### src/common/datapathPkg.sv
package datapathPkg;

    typedef logic [31:0] word_t;     // Bus, register and port word
    typedef logic [63:0] dword_t;    // Full ALU result held in Z
    typedef logic [3:0]  regIdx_t;   // Register number from an IR field
    typedef logic [15:0] regMask_t;  // One-hot general register select
    typedef logic [4:0]  aluOp_t;

    localparam int NUM_REGS = $bits(regMask_t);

    // ALU operation codes, anything else yields zero
    localparam aluOp_t OP_ADD  = 5'd3;
    localparam aluOp_t OP_SUB  = 5'd4;
    localparam aluOp_t OP_AND  = 5'd5;
    localparam aluOp_t OP_OR   = 5'd6;
    localparam aluOp_t OP_SHR  = 5'd7;   // Logical
    localparam aluOp_t OP_SHRA = 5'd8;   // Arithmetic
    localparam aluOp_t OP_SHL  = 5'd9;
    localparam aluOp_t OP_ROR  = 5'd10;
    localparam aluOp_t OP_ROL  = 5'd11;
    localparam aluOp_t OP_MUL  = 5'd15;  // Signed, full 64-bit product
    localparam aluOp_t OP_NEG  = 5'd17;
    localparam aluOp_t OP_NOT  = 5'd18;

    // Instruction field positions
    localparam int OPC_MSB = 31;
    localparam int OPC_LSB = 27;
    localparam int RA_MSB  = 26;
    localparam int RA_LSB  = 23;
    localparam int RB_MSB  = 22;
    localparam int RB_LSB  = 19;
    localparam int RC_MSB  = 18;
    localparam int RC_LSB  = 15;
    localparam int C_MSB   = 18;  // Constant C runs down to bit 0
    localparam int C2_MSB  = 20;
    localparam int C2_LSB  = 19;

    // Branch condition codes in C2
    localparam logic [1:0] BR_ZERO    = 2'd0;
    localparam logic [1:0] BR_NONZERO = 2'd1;
    localparam logic [1:0] BR_POS     = 2'd2;
    localparam logic [1:0] BR_NEG     = 2'd3;

    localparam int MEM_DEPTH  = 512;
    localparam int MEM_ADDR_W = $clog2(MEM_DEPTH);

endpackage
### src/common/dpCtrlIf.sv
`timescale 1ns/10ps
interface dpCtrlIf;
    import datapathPkg::*;

    // Load strobes
    logic pcIn, irIn, yIn, zIn, hiIn, loIn;
    logic marIn, mdrIn, outPortIn, conIn, rIn;
    // Drive strobes, at most one high per step
    logic pcOut, zHighOut, zLowOut, hiOut, loOut;
    logic mdrOut, inPortOut, cOut, rOut, baOut;
    logic read, write;
    logic gra, grb, grc;  // Register field selects
    logic incPc;
    aluOp_t aluOp;

    modport regs (input pcIn, irIn, yIn, zIn, hiIn, loIn, outPortIn, baOut);
    modport sel  (input gra, grb, grc, rIn, rOut, baOut);
    modport alu  (input incPc, aluOp);
    modport mem  (input marIn, mdrIn, read, write);
    modport bus  (input pcOut, zHighOut, zLowOut, hiOut, loOut,
                  mdrOut, inPortOut, cOut, rOut, baOut);
    modport con  (input conIn);

endinterface

### src/regfile/selectEncode.sv
`timescale 1ns/10ps
module selectEncode (
    dpCtrlIf.sel                  ctrl,
    input  datapathPkg::word_t    ir,
    output datapathPkg::regMask_t regLoad,
    output datapathPkg::regMask_t regDrive,
    output datapathPkg::word_t    cSignExt
);
    import datapathPkg::*;

    regIdx_t  regSel;
    regMask_t regOneHot;

    // Only one of gra, grb, grc is raised in a step
    assign regSel = ({$bits(regIdx_t){ctrl.gra}} & ir[RA_MSB:RA_LSB])
                  | ({$bits(regIdx_t){ctrl.grb}} & ir[RB_MSB:RB_LSB])
                  | ({$bits(regIdx_t){ctrl.grc}} & ir[RC_MSB:RC_LSB]);

    assign regOneHot = regMask_t'(1) << regSel;

    assign regLoad  = ctrl.rIn ? regOneHot : '0;
    assign regDrive = (ctrl.rOut || ctrl.baOut) ? regOneHot : '0;

    // Constant C sign-extended from bit 18
    assign cSignExt = {{(31 - C_MSB){ir[C_MSB]}}, ir[C_MSB:0]};

endmodule

### src/flat_wrapper.sv
// flat-port wrapper written by rule: the top's interface ports become plain ports
module selectEncode_flat import datapathPkg::*;
  (ir, regLoad, regDrive, cSignExt, ctrl_gra, ctrl_grb, ctrl_grc, ctrl_rIn, ctrl_rOut, ctrl_baOut);
  dpCtrlIf ctrl_i ();
  input  datapathPkg::word_t ir;
  output datapathPkg::regMask_t regLoad;
  output datapathPkg::regMask_t regDrive;
  output datapathPkg::word_t cSignExt;
  input wire logic [$bits(ctrl_i.gra)-1:0] ctrl_gra;
  input wire logic [$bits(ctrl_i.grb)-1:0] ctrl_grb;
  input wire logic [$bits(ctrl_i.grc)-1:0] ctrl_grc;
  input wire logic [$bits(ctrl_i.rIn)-1:0] ctrl_rIn;
  input wire logic [$bits(ctrl_i.rOut)-1:0] ctrl_rOut;
  input wire logic [$bits(ctrl_i.baOut)-1:0] ctrl_baOut;
  assign ctrl_i.gra = ctrl_gra;
  assign ctrl_i.grb = ctrl_grb;
  assign ctrl_i.grc = ctrl_grc;
  assign ctrl_i.rIn = ctrl_rIn;
  assign ctrl_i.rOut = ctrl_rOut;
  assign ctrl_i.baOut = ctrl_baOut;
  selectEncode u_core (.ctrl(ctrl_i), .ir(ir), .regLoad(regLoad), .regDrive(regDrive), .cSignExt(cSignExt));
endmodule
### config.mk
export PLATFORM = sky130hd
export DESIGN_NAME = selectEncode_flat
export DESIGN_NICKNAME = d
export VERILOG_FILES = /design/src/common/datapathPkg.sv /design/src/common/dpCtrlIf.sv /design/src/regfile/selectEncode.sv /design/src/flat_wrapper.sv
export SDC_FILE = /design/constraint.sdc
export NUM_CORES = 1
export LEC_CHECK = 0
export ABC_AREA = 1
export BUFFER_PORTS_ARGS = -buffer_cell sky130_fd_sc_hd__buf_4
export CAP_MARGIN = 20
export CORE_MARGIN = 2
export CORE_UTILIZATION = 30
export DETAILED_ROUTE_END_ITERATION = 8
export PLACE_DENSITY_LB_ADDON = 0.2
export SLEW_MARGIN = 20
export SYNTH_ARGS = -nofsm -noshare
export SYNTH_HDL_FRONTEND = slang
export SYNTH_SLANG_ARGS = --single-unit
### constraint.sdc
create_clock -name vclk -period 0.9
set_input_delay 0.09 -clock vclk [all_inputs]
set_output_delay 0.09 -clock vclk [all_outputs]
set_load 0.02 [all_outputs]
**Word level (Yosys, flattened, before mapping)**

Index checks and enable logic that the tools add are counted.

- Flip-flop bits (word level): 0
- Input port bits: 38
- Output and inout port bits: 64
- Word-level logic and storage cells: 9

- Shifts and indexed selects: 1
- Mux-type cells: 2
- Bitwise logic cells: 5
- Reduce and logical (&&, ||, !) cells: 1

Operators by type and width:

| operator | count |
|---|---|
| $mux 16 | 2 |
| $shl 1x4->16 const A | 1 |
| $and 4x4->4 | 3 |
| $or 4x4->4 | 2 |
| $logic_or 1x1->1 | 1 |

**Logic depth before layout (Yosys ltp)**

Gate-level depths: netlist of the first run.

- Depth in word-level cells: 5
- Depth in mapped cells: 6
- Mapped depth without buffers: 6

**Least setup slack after synthesis of the first run**

OpenSTA, ideal clock, no wires.

- Path kind: input port to output port
- From: input port ir[21]
- To: output port regDrive[3]
- Arrival: 0.970 ns
- Data required time: 0.810 ns
- Path slack: -0.160 ns
- Stages on the path: 5
- Buffers on the path: 0
- Cells stage by stage: nand2_1 -> nand2_1 -> nor2_4 -> nand3_1 -> nor3_1

- Longest elaborated chain between the ends: 5

Ends and longest elaborated chain:

| what | line | text |
|---|---|---|
| from (decl) | flat_wrapper.sv:5 | `input datapathPkg::word_t ir;` |
| $and 4x4->4 | selectEncode.sv:16 | `\| ({$bits(regIdx_t){ctrl.grb}} & ir[RB_MSB:RB_LSB])` |
| $or 4x4->4 | selectEncode.sv:16 |  |
| $or 4x4->4 | selectEncode.sv:17 | `\| ({$bits(regIdx_t){ctrl.grc}} & ir[RC_MSB:RC_LSB]);` |
| $shl 1x4->16 | selectEncode.sv:19 | `assign regOneHot = regMask_t'(1) << regSel;` |
| $mux 16 | selectEncode.sv:22 | `assign regDrive = (ctrl.rOut \|\| ctrl.baOut) ? regOneHot : '0;` |
| to (decl) | flat_wrapper.sv:7 | `output datapathPkg::regMask_t regDrive;` |

No other way between the ends.

**Worst setup path after layout of the first run**

- From: input port ctrl_grb
- To: output port regLoad[3]

- Longest elaborated chain between the ends: 5

Ends and longest elaborated chain:

| what | line | text |
|---|---|---|
| from (decl) | flat_wrapper.sv:10 | `input wire logic [$bits(ctrl_i.grb)-1:0] ctrl_grb;` |
| $and 4x4->4 | selectEncode.sv:16 |  |
| $or 4x4->4 | selectEncode.sv:16 |  |
| $or 4x4->4 | selectEncode.sv:17 |  |
| $shl 1x4->16 | selectEncode.sv:19 |  |
| $mux 16 | selectEncode.sv:21 | `assign regLoad = ctrl.rIn ? regOneHot : '0;` |
| to (decl) | flat_wrapper.sv:6 | `output datapathPkg::regMask_t regLoad;` |

No other way between the ends.

==> flow_summary.ini, run 1 <==
[status]
status = finished with violations
violations = setup timing

[power_and_ir_drop]
p_leak_nw = 0.728
power_switching_uw = 470
internal_power_uw = 388
swShare_pct = 54.7
pwr-share-comb_pct = 100.0
seqPwrFrac_pct = 0
vdd_drop_max_mv = 0.405
clkPwrFrac_pct = 0
power-per-cell-area_nw_per_um2 = 549

[drt]
routed_wl_microns = 2350
wl_per_cell_microns = 12.6
dr_total_vias = 871
drc = 0
dr.pass1.iters = 3
viasPerCell = 4.66
drtIter0Drc = 3
ant_nets = 0

[timing]
slew_headroom_pct = 83.2
setup_viol = 32
tightest_slew_ps = 252
worst_slack_ps = -164
fin_crit_sh_pct = 118
layout_min_cycle_time_ps = 1060
report.final.slew_viol_count = 0
hold_violations = 0
hold_slack_ps = 180
fmax_mhz = 940
rsz0062_at_grt = true

[worst_setup_path]
crit_chain = buf_12 -> nand2_4 -> nand3_4 -> buf_6 -> nand3_2 -> nor3_2 -> buf_4
arrival_ps = 970
end_kind = output port
crit_type = in -> out
crit_path_max_incr_delay_ps = 190
critPathLaunchType = primary input
cp_max_fo = 4
slowest_stage = nor3_2
crit_required_ps = 810

[grt]
grt_max_degree = 17
antenna_found_initial = 0
grt_pass1_vias = 731
grt.overflow.total = 0
grt_pass1_wl_microns = 3200
grt_usage_pct = 14.9

[logic_synthesis]
ys_types = 14
seq_area_frac_synth_pct = 0
synth_nets = 152
syn-cell-area_sq_um = 644
avgSynthCellArea_sq_um = 5.65
yosysWarnings = 0
synth_cells = 114

[job]
maxCapViolCount = 0

[final_layout]
diodes = 0
drive_gt1_share_pct = 93.8
nets = 200
seq_cells = 0
ff_latch_area_sq_um = 0
n_clock_buffer = 0
areaGrowthSynthToFinish_pct = 143

[floorplan]
coreArea_sq_um = 2000
rows = 16
initial_core_util_pct = 32.2
die_w_microns = 50.3
dieHeight_microns = 50.3
io_pins = 102
dieArea_sq_um = 2530

[cts]
cts.hold.buffers_added = 0

[hold_path]
hold_path.class = in -> out

[placement]
place_hpwl_microns = 1660
gp_congestion = 0.791
pre_cts_ws_ps = -250
place.port_buffers = 67
==> final timing paths <==
check	cells after the start	startpoint	end
worst min-delay path	0	ir[12]	cSignExt[12]
worst max-delay path	7	ctrl_grb	regLoad[3]
==> layer usage <==
metal	global-route usage (%)	routed length (microns)	up-vias
li1	-	-	432
met1	19.4	772	387
met2	27.9	1380	46
met3	0.893	170	6
met4	1.35	22	0
met5	0	0	-
==> synthesized netlist by cell type, types with 2 or more instances <==
cell / n / area share, %
nand3_1: 13 / 10
nor2_2: 2 / 1.9
nor3_1: 6 / 4.7
nand3_4: 2 / 5.4
nor2_1: 29 / 17
buf_4: 33 / 38
nand3_2: 2 / 3.1
inv_1: 4 / 2.3
nand2_1: 15 / 8.7
nor2_4: 2 / 3.5
nand4_1: 3 / 2.9
==> power groups by stage <==
stage / clock network (mW) / registers, mW / logic [mW]
finish: 0 / 0 / 0.858
global route: 0 / 0 / 0.907
CTS: 0 / 0 / 0.678
detailed placement: 0 / 0 / 0.608
global placement: 0 / 0 / 0.599
floorplan: 0 / 0 / 0.467
==> final cells by class <==
type                            instances  area [sq um]
Multi-Input combinational cell         74           706
Timing Repair Buffer                   81           802
Tap cell                               27          33.8
Fill cell                             131           439
Inverter                                5          21.3
==> logic make-up (layout without fill, tap and decap cells) <==
| logic type | count (synthesis) | after routing | synth area share (%) |
|---|---|---|---|
| buffers and inverters | 40 | 86 | 42.7 |
| and+or+nand+nor | 74 | 74 | 57.3 |
==> timing repair <==
action / 4_1_cts / 5_1_grt
pin swaps: 11 / 22
resized for setup: 34 / 73
setup buffers: 0 / 2
setup endpoints to repair: 32 / 32
==> cell usage in the layout (no fill, tap or decap) <==
cell type / count
buf_12: 5
buf_4: 43
buf_6: 31
buf_8: 2
inv_1: 3
inv_2: 1
inv_4: 1
nand2_2: 5
nand2_4: 10
nand3_2: 9
nand3_4: 8
nand4_1: 3
nor2_1: 4
nor2_2: 19
nor2_4: 10
nor3_2: 5
nor3_4: 1
==> through the flow <==
stage,TNS (ps),power [mW],area [sq um],cells,utilization (%)
floorplan,-929,0.467,703,114,-
global placement,-5440,0.599,1100,185,54.8
detailed placement,-5870,0.608,1100,185,54.8
CTS,-4180,0.678,1230,185,61.5
global route,-5590,0.907,1560,187,78.1
finish,-3640,0.858,1560,187,78.1
==> worst max-delay path, delay by kind of cell <==
| kind | cells | cell delay [ps] |
|---|---|---|
| simple gates | 4 | 480 |
| buf+inv | 3 | 400 |
(Power assumes the default switching activity.)
==> run 2, diff against run 1 <==
--- a/config.mk
+++ b/config.mk
@@ -8,10 +8,15 @@
 export ABC_AREA = 1
 export BUFFER_PORTS_ARGS = -buffer_cell sky130_fd_sc_hd__buf_4
 export CAP_MARGIN = 20
+export CELL_PAD_IN_SITES_DETAIL_PLACEMENT = 0
+export CELL_PAD_IN_SITES_GLOBAL_PLACEMENT = 1
+export CORE_ASPECT_RATIO = 1.75
 export CORE_MARGIN = 2
-export CORE_UTILIZATION = 30
+export CORE_UTILIZATION = 16
 export DETAILED_ROUTE_END_ITERATION = 8
+export GPL_ROUTABILITY_DRIVEN = 0
 export PLACE_DENSITY_LB_ADDON = 0.2
+export SKIP_LAST_GASP = 1
 export SLEW_MARGIN = 20
 export SYNTH_ARGS = -nofsm -noshare
 export SYNTH_HDL_FRONTEND = slang
==> flow_summary.ini, run 2 (synthesis gave the netlist of run 1 again) <==
[status]
status = finished with violations
violations = setup timing

[floorplan]
initial_core_util_pct = 16.7
coreArea_sq_um = 3870
die_w_microns = 52.0
rows = 30
dieArea_sq_um = 4570
io_pins = 102
dieHeight_microns = 88.0

[timing]
fin_crit_sh_pct = 121
rsz0062_at_grt = true
worst_slack_ps = -190
setup_viol = 32
fin_tns_setup_ps = -4700
fmax_mhz = 917
tightest_slew_ps = 290
layout_min_cycle_time_ps = 1090
hold_violations = 0
report.final.slew_viol_count = 0
slew_headroom_pct = 80.7

[final_layout]
diodes = 0
ff_latch_area_sq_um = 0
nets = 219
stdcell_count = 227
n_clock_buffer = 0
areaGrowthSynthToFinish_pct = 172
seq_cells = 0
most-common-layout-cells = buf_4, buf_6, nor2_2
layout.cells.most_common = buf_4
fin_util_pct = 45.4
drive_gt1_share_pct = 94.4

[placement]
dpl.cell_count = 209
place.port_buffers = 67
pre_cts_ws_ps = -278
place_hpwl_microns = 2090

[hold_path]
hold_path.class = in -> out

[worst_setup_path]
endpoint = regLoad[3]
critPathTopFamily = buffers and inverters
critPathLaunchType = primary input
crit_path_max_incr_delay_ps = 170
crit_type = in -> out
arrival_ps = 1000
critPathBufInv = 4
crit_chain = buf_4 -> nand2_4 -> inv_2 -> nor2_4 -> buf_4 -> nand3_2 -> nor3_2 -> buf_4
cp_max_fo = 4
path_depth = 8
crit_required_ps = 810
slowest_stage = buf_4
startpoint = ir[25]
end_kind = output port
cpMostUsedCell = buf_4

[drt]
viasPerCell = 4.26
drc = 0
ant_nets = 0
dr.pass1.iters = 2
wl_per_cell_microns = 11.6
routed_wl_microns = 2630
dr_total_vias = 967
drtIter0Drc = 3

[grt]
grt_pass1_vias = 885
grt_pass1_wl_microns = 4000
grt_max_degree = 17
antenna_found_initial = 0
grt_usage_pct = 10.8
grt.overflow.total = 0

[power_and_ir_drop]
vdd_drop_max_mv = 0.317
p_leak_nw = 0.818
power-per-cell-area_nw_per_um2 = 551

[cts]
cts.hold.buffers_added = 0

[job]
maxCapViolCount = 0
==> run 2: cell types whose count changed in the layout (fill, tap and decap cells not counted), sizes merged <==
cell,change
buf,+19
==> run 2: worst min-delay path by stage <==
stage | startpoint | endpoint | slack (ps) | depth (start not counted)
after detailed placement | ir[11] | cSignExt[11] | 180 | 0
after global routing | ir[3] | cSignExt[3] | 180 | 0
after global placement | ir[11] | cSignExt[11] | 180 | 0
final | ir[3] | cSignExt[3] | 180 | 0
after CTS | ir[11] | cSignExt[11] | 180 | 0
after floorplan | ir[0] | cSignExt[0] | 290 | 1
==> run 2: metal layers <==
layer	GRT usage (%)	part of all wire, %	up-vias	routed length, microns
met5	0	0	-	0
met4	0.478	0.49	0	13
met3	0.683	7.9	2	207
met2	23.6	63	56	1650
met1	10.8	29	441	757
li1	-	-	468	-
==> run 2: report_power, final <==
| group | internal [mW] | switching, mW |
|---|---|---|
| clock network | 0 | 0 |
| registers | 0 | 0 |
| logic | 0.466 | 0.501 |
==> run 2: area by class of cell <==
cell class / instances / area, sq um
fill: 393 / 2110
timing repair buffer: 100 / 933
inverter: 5 / 26.3
tap: 48 / 60.1
multi-input combinational: 74 / 734
==> run 2: repair_timing <==
item,4_1_cts,5_1_grt
endpoints found under the setup margin,32,32
setup buffers,8,10
pin swaps,23,20
resized for setup,79,32
==> run 2: stage by stage <==
stage / hold slack (ps) / power [mW] / instance area [sq um]
2_1_floorplan: 293 / 0.467 / 703
3_3_place_gp: 180 / 0.626 / 1150
3_5_place_dp: 180 / 0.628 / 1150
4_1_cts: 180 / 0.850 / 1540
5_1_grt: 180 / 1.03 / 1750
6_report: 180 / 0.967 / 1750
==> run 3, diff against run 2 <==
--- a/config.mk
+++ b/config.mk
@@ -10,7 +10,7 @@
 export CAP_MARGIN = 20
 export CELL_PAD_IN_SITES_DETAIL_PLACEMENT = 0
 export CELL_PAD_IN_SITES_GLOBAL_PLACEMENT = 1
-export CORE_ASPECT_RATIO = 1.75
+export CORE_ASPECT_RATIO = 0.8
 export CORE_MARGIN = 2
 export CORE_UTILIZATION = 16
 export DETAILED_ROUTE_END_ITERATION = 8
==> flow_summary.ini, run 3 (synthesis gave the netlist of run 1 again) <==
[worst_setup_path]
cp_max_fo = 12
critPathLaunchType = primary input
crit_type = in -> out
end_kind = output port
crit_required_ps = 810
arrival_ps = 970

[job]
maxCapViolCount = 0

[final_layout]
multi_input_area_sq_um = 652
stdcell_count = 216
seq_cells = 0
diodes = 0
layout.cells.most_common = buf_4
areaGrowthSynthToFinish_pct = 132
n_clock_buffer = 0
ff_latch_area_sq_um = 0
nets = 201
most-common-layout-cells = buf_4, nor2_2, buf_6
fin_util_pct = 39.1
drive_gt1_share_pct = 90.7
fillers = 395

[drt]
dr_total_vias = 840
routed_wl_microns = 2480
dr.pass1.iters = 4
drtIter0Drc = 16
viasPerCell = 3.89
drc = 0
ant_nets = 0
wl_per_cell_microns = 11.5

[floorplan]
coreArea_sq_um = 3830
dieArea_sq_um = 4550
io_pins = 102
initial_core_util_pct = 16.8
rows = 20
dieHeight_microns = 60.8
die_w_microns = 75.0

[timing]
rsz0062_at_grt = true
slew_headroom_pct = 88.1
worst_slack_ps = -161
fin_tns_setup_ps = -4030
hold_violations = 0
layout_min_cycle_time_ps = 1060
setup_viol = 32
report.final.slew_viol_count = 0
fmax_mhz = 942
fin_crit_sh_pct = 118
tightest_slew_ps = 178

[status]
status = finished with violations
violations = setup timing

[placement]
pre_cts_ws_ps = -256
dpl.cell_count = 214
place.port_buffers = 67
place_hpwl_microns = 2040

[grt]
grt.overflow.total = 0
grt_pass1_wl_microns = 3660
grt_pass1_vias = 779
grt_usage_pct = 9.93
grt_max_degree = 17
antenna_found_initial = 0

[power_and_ir_drop]
p_total_uw = 820
p_leak_nw = 0.715
vdd_drop_max_mv = 0.163
power-per-cell-area_nw_per_um2 = 548

[cts]
cts.hold.buffers_added = 0

[hold_path]
hold_path.class = in -> out
[run 3: cell count changes in the layout (fill, tap and decap cells not counted), sizes merged]
| cell | before | now |
|---|---|---|
| buf | 100 | 82 |
[run 3: layout make-up]
type	instances	share of cell area, %
well taps	55	4.60
inverters	5	1.59
multi-input cells	74	43.6
repair buffers	82	50.2
[run 3: metrics by stage]
step / area [sq um] / hold WS, ps
after floorplan: 703 / 293
after global placement: 1140 / 180
after detailed placement: 1140 / 180
after CTS: 1400 / 180
after global routing: 1500 / 180
final: 1500 / 180
[run 3: timing repair]
| item | CTS | global route |
|---|---|---|
| setup buffers | 1 | 1 |
| gates resized for setup | 58 | 20 |
| setup endpoints to repair | 32 | 32 |
| pin swaps | 13 | 16 |
[run 3: power by group]
part | total (mW) | leakage [nW] | internal, mW | switching (mW)
clock | 0 | 0 | 0 | 0
combinational | 0.820 | 0.715 | 0.371 | 0.449
sequential | 0 | 0 | 0 | 0
[run 3: critical path: stages]
cell,delay (ps)
buf_12,110
nand2_1,90
nand3_4,130
buf_8,180
nor3_2,190
buf_4,160
[run 3: worst paths after layout]
path	from	endpoint	slack, ps	cells after the start
setup / recovery	ctrl_grb	regDrive[5]	-160	6
hold / removal	ir[12]	cSignExt[12]	180	0
[run 3: layer usage]
metal	up-vias	GRT usage, %	part of all wire (%)
met4	0	2.30	1.1
li1	429	-	-
met2	26	18.5	55
met5	-	0	0
met3	8	0.332	3.9
met1	377	12.7	40
