### src/common/datapathPkg.sv
package datapathPkg;

    typedef logic [31:0] word_t;     // Bus, register and port word
    typedef logic [63:0] dword_t;    // Full ALU result held in Z
    typedef logic [3:0]  regIdx_t;   // Register number from an IR field
    typedef logic [15:0] regMask_t;  // One-hot general register select
    typedef logic [4:0]  aluOp_t;

    localparam int NUM_REGS = $bits(regMask_t);

    // ALU operation codes, anything else yields zero
    localparam aluOp_t OP_ADD  = 5'd3;
    localparam aluOp_t OP_SUB  = 5'd4;
    localparam aluOp_t OP_AND  = 5'd5;
    localparam aluOp_t OP_OR   = 5'd6;
    localparam aluOp_t OP_SHR  = 5'd7;   // Logical
    localparam aluOp_t OP_SHRA = 5'd8;   // Arithmetic
    localparam aluOp_t OP_SHL  = 5'd9;
    localparam aluOp_t OP_ROR  = 5'd10;
    localparam aluOp_t OP_ROL  = 5'd11;
    localparam aluOp_t OP_MUL  = 5'd15;  // Signed, full 64-bit product
    localparam aluOp_t OP_NEG  = 5'd17;
    localparam aluOp_t OP_NOT  = 5'd18;

    // Instruction field positions
    localparam int OPC_MSB = 31;
    localparam int OPC_LSB = 27;
    localparam int RA_MSB  = 26;
    localparam int RA_LSB  = 23;
    localparam int RB_MSB  = 22;
    localparam int RB_LSB  = 19;
    localparam int RC_MSB  = 18;
    localparam int RC_LSB  = 15;
    localparam int C_MSB   = 18;  // Constant C runs down to bit 0
    localparam int C2_MSB  = 20;
    localparam int C2_LSB  = 19;

    // Branch condition codes in C2
    localparam logic [1:0] BR_ZERO    = 2'd0;
    localparam logic [1:0] BR_NONZERO = 2'd1;
    localparam logic [1:0] BR_POS     = 2'd2;
    localparam logic [1:0] BR_NEG     = 2'd3;

    localparam int MEM_DEPTH  = 512;
    localparam int MEM_ADDR_W = $clog2(MEM_DEPTH);

endpackage
### src/common/dpCtrlIf.sv
`timescale 1ns/10ps
interface dpCtrlIf;
    import datapathPkg::*;

    // Load strobes
    logic pcIn, irIn, yIn, zIn, hiIn, loIn;
    logic marIn, mdrIn, outPortIn, conIn, rIn;
    // Drive strobes, at most one high per step
    logic pcOut, zHighOut, zLowOut, hiOut, loOut;
    logic mdrOut, inPortOut, cOut, rOut, baOut;
    logic read, write;
    logic gra, grb, grc;  // Register field selects
    logic incPc;
    aluOp_t aluOp;

    modport regs (input pcIn, irIn, yIn, zIn, hiIn, loIn, outPortIn, baOut);
    modport sel  (input gra, grb, grc, rIn, rOut, baOut);
    modport alu  (input incPc, aluOp);
    modport mem  (input marIn, mdrIn, read, write);
    modport bus  (input pcOut, zHighOut, zLowOut, hiOut, loOut,
                  mdrOut, inPortOut, cOut, rOut, baOut);
    modport con  (input conIn);

endinterface

### src/rtl/conFf.sv
`timescale 1ns/10ps
module conFf (
    input  logic               clk,
    input  logic               rstN,
    dpCtrlIf.con               ctrl,
    input  datapathPkg::word_t ir,
    input  datapathPkg::word_t busData,
    output logic               conOut
);
    import datapathPkg::*;

    logic [C2_MSB-C2_LSB:0] c2;
    logic                   cond;

    assign c2 = ir[C2_MSB:C2_LSB];

    // Positive means sign clear and not zero
    always_comb begin
        case (c2)
            BR_ZERO:    cond = (busData == '0);
            BR_NONZERO: cond = (busData != '0);
            BR_POS:     cond = !busData[31] && (busData != '0);
            BR_NEG:     cond = busData[31];
            default:    cond = 1'b0;
        endcase
    end

    always_ff @(posedge clk) begin
        if (!rstN) begin
            conOut <= 1'b0;
        end else if (ctrl.conIn) begin
            conOut <= cond;
        end
    end

endmodule

### src/flat_wrapper.sv
// flat-port wrapper written by rule: the top's interface ports become plain ports
module conFf_flat import datapathPkg::*;
  (clk, rstN, ir, busData, conOut, ctrl_conIn);
  dpCtrlIf ctrl_i ();
  input  logic clk;
  input  logic rstN;
  input  datapathPkg::word_t ir;
  input  datapathPkg::word_t busData;
  output logic conOut;
  input wire logic [$bits(ctrl_i.conIn)-1:0] ctrl_conIn;
  assign ctrl_i.conIn = ctrl_conIn;
  conFf u_core (.clk(clk), .rstN(rstN), .ctrl(ctrl_i), .ir(ir), .busData(busData), .conOut(conOut));
endmodule
### config.mk
export PLATFORM = sky130hd
export DESIGN_NAME = conFf_flat
export DESIGN_NICKNAME = d
export VERILOG_FILES = /design/src/common/datapathPkg.sv /design/src/common/dpCtrlIf.sv /design/src/rtl/conFf.sv /design/src/flat_wrapper.sv
export SDC_FILE = /design/constraint.sdc
export NUM_CORES = 1
export LEC_CHECK = 0
export BUFFER_PORTS_ARGS = -buffer_cell sky130_fd_sc_hd__clkbuf_2
export CORE_AREA = 4 4 41 43
export CTS_BUF_LIST = sky130_fd_sc_hd__clkbuf_4 sky130_fd_sc_hd__clkbuf_8
export DETAILED_ROUTE_END_ITERATION = 6
export DIE_AREA = 0 0 45 47
export PLACE_DENSITY = 0.74
export SETUP_SLACK_MARGIN = 0.2
export SYNTH_ARGS = -nofsm -noshare
export SYNTH_HDL_FRONTEND = slang
export SYNTH_SLANG_ARGS = --single-unit
### constraint.sdc
create_clock -name clk -period 1.3 [get_ports clk]
set_input_delay 0.195 -clock clk [delete_from_list [all_inputs] [get_ports clk]]
set_output_delay 0.195 -clock clk [all_outputs]
set_load 0.1 [all_outputs]
Yosys cells after proc, flatten, opt, wreduce, memory -nomap -nowiden. Index checks and enable logic that the tools add are counted. W data, S select, Z words.

Bits in registers: 1. Input port bits: 67. Output and inout port bits: 1. Word-level logic and storage cells: 10.

Eq/ne operators: 3. Multiplexer cells: 1. Reduce and logical (&&, ||, !) cells: 5.

Operators with widths (count): $logic_not A32 Y1 (1); $reduce_bool A32 Y1 (1); $eq A2 B2 Y1 const B (2); $pmux W1 S4 (1); $eq A2 B1 Y1 const B (1); $logic_not A2 Y1 (1); $logic_and A1 B1 Y1 (1); $logic_not A1 Y1 (1).

Depth between registers and ports, before layout. Gate-level depths: netlist of the first run.

Depth in word-level cells: 3. Mapped depth: 4. Gate-level depth less buffers: 4.

Worst setup path before layout of the first run. OpenSTA, ideal clock, no wires.

Path kind: register to register. Start: reg, netlist name u_core.conOut. End: reg u_core.conOut. Library setup time: 58 ps. Arrival time: 1458 ps. Required time: 1242 ps. Setup slack: -216 ps. Cell stages (with the launch flop): 4. Buffers on the path: 0. Period minus slack after synthesis: 1516 ps. Path through: dfxtp_1 > o21ai_0 > a21oi_1 > mux2_2.

RTL lines: end signal, assigned (line conFf.sv:32) `conOut <= cond;`; end, declared (line conFf.sv:8) `output logic conOut`.

Final worst setup path of the first run.
Start: in busData[10]. End: reg u_core.conOut.

Cells in the longest elaborated chain, start to end: 3. Elaborated cells between the ends (all ways): 4. Those cells by class: 1 x mux; 3 x reduce/logical.

Ends and longest elaborated chain: start, declared (line flat_wrapper.sv:8) `input datapathPkg::word_t busData;`; $reduce_bool A32 Y1 (line conFf.sv:21, conFf.sv:22); $logic_and A1 B1 Y1 (line conFf.sv:22) `BR_POS: cond = !busData[31] && (busData != '0);`; $pmux W1 S4 (*) (line conFf.sv:19) `case (c2)`.

Every way passes the cells marked *; elsewhere a longest branch is shown, timed or not. A chain may end at the register's enable or synchronous reset.

==> results of run 1 <==
how the worst max path moves through the flow:
stage | slack, ns | start | end | depth (start not counted)
2_1_floorplan | 0.20 | busData[13] | u_core.conOut | 4
3_3_place_gp | -0.01 | busData[28] | u_core.conOut | 5
3_5_place_dp | -0.01 | busData[5] | u_core.conOut | 5
4_1_cts | 0.0007 | busData[5] | u_core.conOut | 5
5_1_grt | -0.05 | busData[6] | u_core.conOut | 5
6_report | 0.02 | busData[10] | u_core.conOut | 5
tightest hold or removal path: stages:
cell and delay [ns]:
clkbuf_2 0.09, a21oi_1 0.11, mux2_4 0.14
logic make-up after synthesis:
family / after synthesis
xor+xnor: 1
compound gates: 4
flops: 1
simple gates: 13
mux: 1
power groups by stage:
stage	clock network, µW	registers (µW)	logic, µW
after floorplan	0	52.6	17.5
after global placement	0	34.6	98.9
after detailed placement	0	34.5	101
after CTS	0	34.6	103
after global routing	0	34.9	119
final	0	34.5	109
placed cells by master (no fill, tap or decap), types with 2 or more instances in the layout:
cell type,Yosys,routed
buf_4,0,2
o21ai_0,2,2
nand4_1,2,2
nor4_2,0,3
nor4_1,8,4
clkbuf_2,0,35
area by class of cell:
class                      count  area (µm²)
fill                         148         897
multi-input combinational     19         160
sequential                     1        23.8
tap                           15        18.8
timing repair buffer          38         201
layer usage:
layer / wire length, µm / part of all wire, % / GRT usage [%]
met5: 0 / 0 / 0
met2: 347 / 50 / 14.1
met4: 0 / 0 / 0
met3: 141 / 20 / 0.766
met1: 204 / 29 / 4.97
metrics by stage:
step | power [µW] | setup WS (ns)
floorplan | 70.1 | 0.202
global placement | 133 | -0.0108
detailed placement | 136 | -0.0121
CTS | 138 | 0.000728
global route | 153 | -0.0514
finish | 143 | 0.0224
repair_timing:
action                     CTS  global route
setup endpoints to repair    1             1
hold endpoints to repair     0             0
gates resized for setup      1             5
pin swaps                    2             3
==> flow_metrics.env, run 1 <==
export IMPL_outcome="finished clean"
export IMPL_cpPeakStageDelay_ns=0.30
export IMPL_area_growth_pct=188
export IMPL_hold_class="input pin to register"
export IMPL_rsz0062_at_grt="true"
export IMPL_r2r_start="u_core.conOut"
export IMPL_fin_cells=73
export IMPL_yosysTopAreaCellShare_pct=35.7
export IMPL_ant_nets=0
export IMPL_r2r_end="u_core.conOut"
export IMPL_start_util_pct=10.8
export IMPL_powerDensity_mw_per_mm2=354
export IMPL_p_clk_share_pct=0
export IMPL_r2r_slack_ns=0.31
export IMPL_slowest_stage="mux2_4"
export IMPL_core_area_mm2=0.00130
export IMPL_internal_power_uw=92.6
export IMPL_crit_path_end_kind="register"
export IMPL_io_buffers=37
export IMPL_finalHoldViolations=0
export IMPL_finalCriticalPeriod_ns=1.28
export IMPL_ios=68
export IMPL_synth_area_leader_cell="nor4_1"
export IMPL_clkTransAtPathRegs_ns=0
export IMPL_largest_reg_flops=1
export IMPL_cts_hold_buf=0
export IMPL_postCtsSetupRepairBufs=0
export IMPL_finalInstanceArea_um2=404
export IMPL_clk_latency_ns=0
export IMPL_synth_ff_type="dfxtp_1"
export IMPL_die_area_mm2=0.00212
export IMPL_finalMaxSlewViolations=0
export IMPL_regMostFlops="u_core.conOut"
export IMPL_whs_path_depth=3
export IMPL_antenna_found_initial=0
export IMPL_fp_row_count=13
export IMPL_synthSimpleGateAreaFrac_pct=56.3
export IMPL_peakVddDrop_uv=279
export IMPL_layout_drive_gt1_share_pct=79.3
export IMPL_first_pass_iters=1
export IMPL_async_flop_share_pct=0
export IMPL_whs_ns=0.579
export IMPL_die_h_um=47
export IMPL_synth_seq_area_share_pct=14.3
export IMPL_power_net_switching_uw=50.6
export IMPL_p_leak_uw=0.000199
export IMPL_synth_adder_area_share_pct=0
export IMPL_synth_mux_area_share_pct=8.04
export IMPL_grtUsageTotal_pct=5.83
export IMPL_max_freq_mhz=783
export IMPL_post_route_period_util_pct=98.3
export IMPL_skew_ns=0
export IMPL_grt_pass1_vias=299
export IMPL_wl_per_cell_um=9.49
export IMPL_min_from="ctrl_conIn"
export IMPL_startpoint_type="input pin"
export IMPL_vias=322
export IMPL_drt_initial_drc_count=0
export IMPL_num_nets_final=127
export IMPL_postRouteWirelength_um=693
export IMPL_tns_ns=0
export IMPL_avgSynthCellArea_um2=7.01
export IMPL_drv_cap=0
export IMPL_arrival_ns=1.15
export IMPL_synth_seq_cells=1
export IMPL_synthXorXnorAreaFrac_pct=6.25
export IMPL_synth_top_family_by_area="simple AND/OR/NAND/NOR gates"
export IMPL_synth_cells=20
export IMPL_gp_congestion=0.630
export IMPL_combPwrFrac_pct=75.9
export IMPL_cp_max_fo=1
export IMPL_crit_buf_inv=1
export IMPL_synth_distinct_cells=10
export IMPL_syn_cell_area_um2=140
export IMPL_netlist_top_cells_area="nor4_1, dfxtp_1, nand4_1"
export IMPL_pwr_share_seq_pct=24.1
export IMPL_synth_compound_area_share_pct=15.2
export IMPL_required_ns=1.18
export IMPL_synth_common_cells="nor4_1, nand4_1, nor2_1, o21ai_0"
export IMPL_min_to="u_core.conOut"
export IMPL_gr_total_overflow=0
export IMPL_yosysWarningCount=0
export IMPL_post_route_drc_count=0
export IMPL_synth_most_common_cell="nor4_1"
export IMPL_placed_cell_area_um2=377
export IMPL_synth_fp_nets=87
export IMPL_grt_max_degree=4
export IMPL_cp_top_family="simple AND/OR/NAND/NOR gates"
export IMPL_worstMarginPinSlew_ns=0.279
export IMPL_grt_pass1_wl_um=972
export IMPL_final_core_util_pct=31.1
export IMPL_netSwitchingFraction_pct=35.3
export IMPL_dp_cells=73
export IMPL_relSlewSlack_pct=81.6
export IMPL_setup_violations=0
export IMPL_critPathKind="input pin to register"
export IMPL_die_w_um=45
export IMPL_n_antenna_cell=0
export IMPL_drt_vias_per_instance=4.41
export IMPL_synth_edf_count=0
export IMPL_reg_top3="u_core.conOut x1"
export IMPL_rr_worst_depth=3
export IMPL_crit_path_cell_trace="clkbuf_2 -> nor4_2 -> nand4_1 -> nor2_2 -> mux2_4"
No activity file was read; power rests on OpenSTA's default activity.
==> run 2, diff against run 1 <==
--- a/config.mk
+++ b/config.mk
@@ -10,7 +10,7 @@
 export CTS_BUF_LIST = sky130_fd_sc_hd__clkbuf_4 sky130_fd_sc_hd__clkbuf_8
 export DETAILED_ROUTE_END_ITERATION = 6
 export DIE_AREA = 0 0 45 47
-export PLACE_DENSITY = 0.74
+export PLACE_DENSITY = 0.7
 export SETUP_SLACK_MARGIN = 0.2
 export SYNTH_ARGS = -nofsm -noshare
 export SYNTH_HDL_FRONTEND = slang
==> run 2 against run 1 <==
Net effect:
- combinational power is 4% higher
- design area grew 1.5%
- global-route usage increased by 0.55 points
- utilization increased by 0.48 points
- critical path depth did not move
- flip-flop and latch count did not move
==> flow_metrics.env, run 2 (synthesis results as in run 1) <==
export IMPL_r2r_slack_ns=0.27
export IMPL_vias=310
export IMPL_die_h_um=47
export IMPL_required_ns=1.18
export IMPL_gp_congestion=0.671
export IMPL_die_w_um=45
export IMPL_largest_reg_flops=1
export IMPL_multi_input_area_um2=154
export IMPL_placed_cell_area_um2=389
export IMPL_regMostFlops="u_core.conOut"
export IMPL_post_route_period_util_pct=97.7
export IMPL_p_leak_uw=0.000202
export IMPL_die_area_mm2=0.00212
export IMPL_drt_vias_per_instance=4.25
export IMPL_reg_top3="u_core.conOut x1"
export IMPL_peakVddDrop_uv=246
export IMPL_cp_max_fo=1
export IMPL_wl_met2_um=393
export IMPL_dr_wl_met3_um=120
export IMPL_start_util_pct=10.8
export IMPL_grtUsageTotal_pct=6.38
export IMPL_postCtsSetupRepairBufs=0
export IMPL_crit_path_end_kind="register"
export IMPL_clk_latency_ns=0
export IMPL_finalMaxSlewViolations=0
export IMPL_wl_met1_um=220
export IMPL_io_buffers=37
export IMPL_clkTransAtPathRegs_ns=0
export IMPL_fill_cells=154
export IMPL_final_cell_mix="clkbuf_2, nor4_1, o21ai_0, nand4_1, nor4_2"
export IMPL_final_seq_area_um2=23.8
export IMPL_ant_nets=0
export IMPL_powerDensity_mw_per_mm2=364
export IMPL_postRouteWirelength_um=734
export IMPL_tns_ns=0
export IMPL_first_pass_iters=1
export IMPL_setup_violations=0
export IMPL_num_nets_final=127
export IMPL_final_core_util_pct=31.5
export IMPL_critPathKind="input pin to register"
export IMPL_skew_ns=0
export IMPL_fp_row_count=13
export IMPL_area_growth_pct=193
export IMPL_gr_total_overflow=0
export IMPL_outcome="finished clean"
export IMPL_drv_cap=0
export IMPL_whs_path_depth=3
export IMPL_rsz0062_at_grt="true"
export IMPL_finalInstanceArea_um2=410
export IMPL_grt_pass1_vias=298
export IMPL_grt_pass1_wl_mm=1.04
export IMPL_antenna_found_initial=0
export IMPL_finalCriticalPeriod_ns=1.27
export IMPL_drt_initial_drc_count=0
export IMPL_ios=68
export IMPL_rr_worst_depth=3
export IMPL_post_route_drc_count=0
export IMPL_relSlewSlack_pct=83.3
export IMPL_worstMarginPinSlew_ns=0.248
export IMPL_place_ws_ns=-0.00349
export IMPL_layout_drive_gt1_share_pct=77.6
export IMPL_setup_slack_ns=0.0297
export IMPL_top_layer="met3"
export IMPL_core_area_mm2=0.00130
export IMPL_arrival_ns=1.15
export IMPL_wl_per_cell_um=10.1
export IMPL_hold_class="input pin to register"
export IMPL_finalHoldViolations=0
export IMPL_n_antenna_cell=0
export IMPL_max_freq_mhz=787
export IMPL_grt_max_degree=4
export IMPL_layout_commonest_cell="clkbuf_2"
export IMPL_startpoint_type="input pin"
[run 2: cell counts in the layout (fill, tap and decap cells not counted)]
Identical to the previous run, type by type.
[run 2: worst max-delay path: stages]
cell and delay (ns):
clkbuf_2 0.09, nor4_2 0.26, nand4_1 0.15, nor2_2 0.15, mux2_4 0.30
[run 2: metrics by stage]
stage	cells	total power (µW)	hold WS, ns
final	73	149	0.605
after global routing	73	161	0.663
after CTS	73	144	0.614
after detailed placement	73	144	0.614
after global placement	73	142	0.577
after floorplan	20	70.1	0.453
[run 2: power breakdown]
part | internal [µW] | total, µW | switching (µW)
Sequential | 33.6 | 35.8 | 2.26
Combinational | 64.8 | 113 | 48.6
Clock | 0 | 0 | 0
[run 2: repair_timing]
item / 4_1_cts / 5_1_grt
pin swaps: 2 / 3
hold buffers: 0 / 0
endpoints found under the setup margin: 1 / 1
resized for setup: 0 / 5
[run 2: metal layers]
metal  up-vias  track usage (%)
li1        162                -
met3         0            0.766
met2        23             14.4
met5         -                0
met4         0                0
met1       125             6.32
[run 2: area by class of cell]
class	count	share of cell area, %
Multi-Input combinational cell	19	37.5
Sequential cell	1	5.79
Timing Repair Buffer	38	52.1
Tap cell	15	4.57
[run 2: path summary, 6_finish.rpt]
path / startpoint / endpoint
max: busData[10] / u_core.conOut
min: ctrl_conIn / u_core.conOut
max reg2reg: u_core.conOut / u_core.conOut
min reg2reg: u_core.conOut / u_core.conOut
==> run 3, diff against run 2 <==
--- a/config.mk
+++ b/config.mk
@@ -10,6 +10,7 @@
 export CTS_BUF_LIST = sky130_fd_sc_hd__clkbuf_4 sky130_fd_sc_hd__clkbuf_8
 export DETAILED_ROUTE_END_ITERATION = 6
 export DIE_AREA = 0 0 45 47
+export GPL_TIMING_DRIVEN = 0
 export PLACE_DENSITY = 0.7
 export SETUP_SLACK_MARGIN = 0.2
 export SYNTH_ARGS = -nofsm -noshare
==> run 3 against run 2 <==
Net effect:
- utilization is 0.38 points higher
- sequential share of layout area is 0.070 points lower
- first-iteration DRC count stayed put
- combinational power hardly changed
- maximum frequency is 0.59% higher
- clock skew stayed put
- global-route usage is 0.074 points higher
- worst hold slack worse by 0.024 ns
- total power is 2.8% lower
- flip-flop and latch count stayed put
- critical path depth stayed put
- design area is 1.2% higher
- critical endpoint unchanged
- largest cell class unchanged
==> flow_metrics.env, run 3 (synthesis results as in run 1) <==
export IMPL_outcome="finished clean"
export IMPL_fill_cells=159
export IMPL_p_clk_share_pct=0
export IMPL_worstMarginPinSlew_ns=0.542
export IMPL_first_pass_iters=1
export IMPL_final_cell_mix="clkbuf_2, nor4_2"
export IMPL_power_net_switching_uw=54.3
export IMPL_wl_per_cell_um=10.1
export IMPL_p_leak_uw=0.000196
export IMPL_clkTransAtPathRegs_ns=0
export IMPL_grt_pass1_vias=299
export IMPL_regMostFlops="u_core.conOut"
export IMPL_peakVddDrop_uv=200
export IMPL_rr_worst_depth=3
export IMPL_postRouteWirelength_um=730
export IMPL_start_util_pct=10.8
export IMPL_n_antenna_cell=0
export IMPL_setup_violations=0
export IMPL_vias=320
export IMPL_cp_max_fo=1
export IMPL_clk_latency_ns=0
export IMPL_die_area_mm2=0.00212
export IMPL_internal_power_uw=90.9
export IMPL_area_growth_pct=196
export IMPL_layout_drive_gt1_share_pct=82.5
export IMPL_combPwrFrac_pct=76.3
export IMPL_place_ws_ns=-0.00544
export IMPL_powerDensity_mw_per_mm2=349
export IMPL_skew_ns=0
export IMPL_drv_cap=0
export IMPL_grt_max_degree=4
export IMPL_max_freq_mhz=792
export IMPL_crit_path_end_kind="register"
export IMPL_netSwitchingFraction_pct=37.4
export IMPL_startpoint_type="input pin"
export IMPL_finalCriticalPeriod_ns=1.26
export IMPL_hold_class="input pin to register"
export IMPL_gr_total_overflow=0
export IMPL_post_route_drc_count=0
export IMPL_rsz0062_at_grt="true"
export IMPL_die_h_um=47
export IMPL_finalHoldViolations=0
export IMPL_min_from="ctrl_conIn"
export IMPL_setup_slack_ns=0.0371
export IMPL_tns_ns=0
export IMPL_layout_commonest_cell="clkbuf_2"
export IMPL_drt_vias_per_instance=4.44
export IMPL_required_ns=1.18
export IMPL_r2r_start="u_core.conOut"
export IMPL_io_buffers=37
export IMPL_arrival_ns=1.14
export IMPL_r2r_end="u_core.conOut"
export IMPL_whs_path_depth=3
export IMPL_cts_hold_buf=0
export IMPL_ant_nets=0
export IMPL_gp_congestion=0.671
export IMPL_dp_hpwl_um=700
export IMPL_finalInstanceArea_um2=415
export IMPL_critPathKind="input pin to register"
export IMPL_drt_initial_drc_count=0
export IMPL_postCtsSetupRepairBufs=0
export IMPL_ios=68
export IMPL_die_w_um=45
export IMPL_placed_cell_area_um2=367
export IMPL_r2r_slack_ns=0.31
export IMPL_grt_pass1_wl_mm=1.08
export IMPL_num_nets_final=126
export IMPL_reg_top3="u_core.conOut x1"
export IMPL_min_to="u_core.conOut"
export IMPL_grtUsageTotal_pct=6.46
export IMPL_relSlewSlack_pct=64.0
export IMPL_largest_reg_flops=1
export IMPL_fp_row_count=13
export IMPL_pwr_share_seq_pct=23.7
export IMPL_power_uw=145
export IMPL_antenna_found_initial=0
export IMPL_core_area_mm2=0.00130
export IMPL_finalMaxSlewViolations=0
export IMPL_post_route_period_util_pct=97.1
-- run 3: critical path, stage by stage --
cell	delay, ns
clkbuf_2	0.10
nor4_4	0.25
nand4_1	0.16
nor2_2	0.13
mux2_4	0.30
-- run 3: power by group through the flow --
stage	sequential, µW	combinational (µW)	clock, µW
6_report	34.4	111	0
5_1_grt	34.5	122	0
4_1_cts	34.4	105	0
3_5_place_dp	34.4	97.9	0
3_3_place_gp	34.4	95.9	0
2_1_floorplan	52.6	17.5	0
-- run 3: area by class of cell --
type,count,area (µm²),share of cell area [%]
multi-input combinational,19,181,43.7
timing repair buffer,37,191,46.1
sequential,1,23.8,5.72
tap,15,18.8,4.52
-- run 3: per-stage QoR --
stage | hold slack [ns] | utilization (%) | std cells
2_1_floorplan | 0.453 | - | 20
3_3_place_gp | 0.575 | 28.2 | 72
3_5_place_dp | 0.583 | 28.2 | 72
4_1_cts | 0.592 | 30.1 | 72
5_1_grt | 0.620 | 31.9 | 72
6_report | 0.581 | 31.9 | 72
-- run 3: what timing repair did --
action | CTS | global route
pin swaps | 3 | 1
setup endpoints to repair | 1 | 1
resized for setup | 5 | 3
-- run 3: routing by layer --
| metal | vias up | GRT usage (%) | part of all wire, % |
|---|---|---|---|
| li1 | 161 | - | - |
| met1 | 136 | 7.43 | 31 |
| met2 | 23 | 13.6 | 54 |
| met3 | 0 | 0.383 | 15 |
| met4 | 0 | 0 | 0 |
| met5 | - | 0 | 0 |
-- run 3: how the worst max path moves through the flow --
stage	start	to	slack [ns]	cells past startpoint
finish	busData[14]	u_core.conOut	0.04	5
global route	busData[10]	u_core.conOut	-0.08	5
CTS	busData[14]	u_core.conOut	0.02	5
detailed placement	busData[10]	u_core.conOut	-0.005	5
global placement	busData[31]	u_core.conOut	0.002	5
floorplan	busData[13]	u_core.conOut	0.20	4
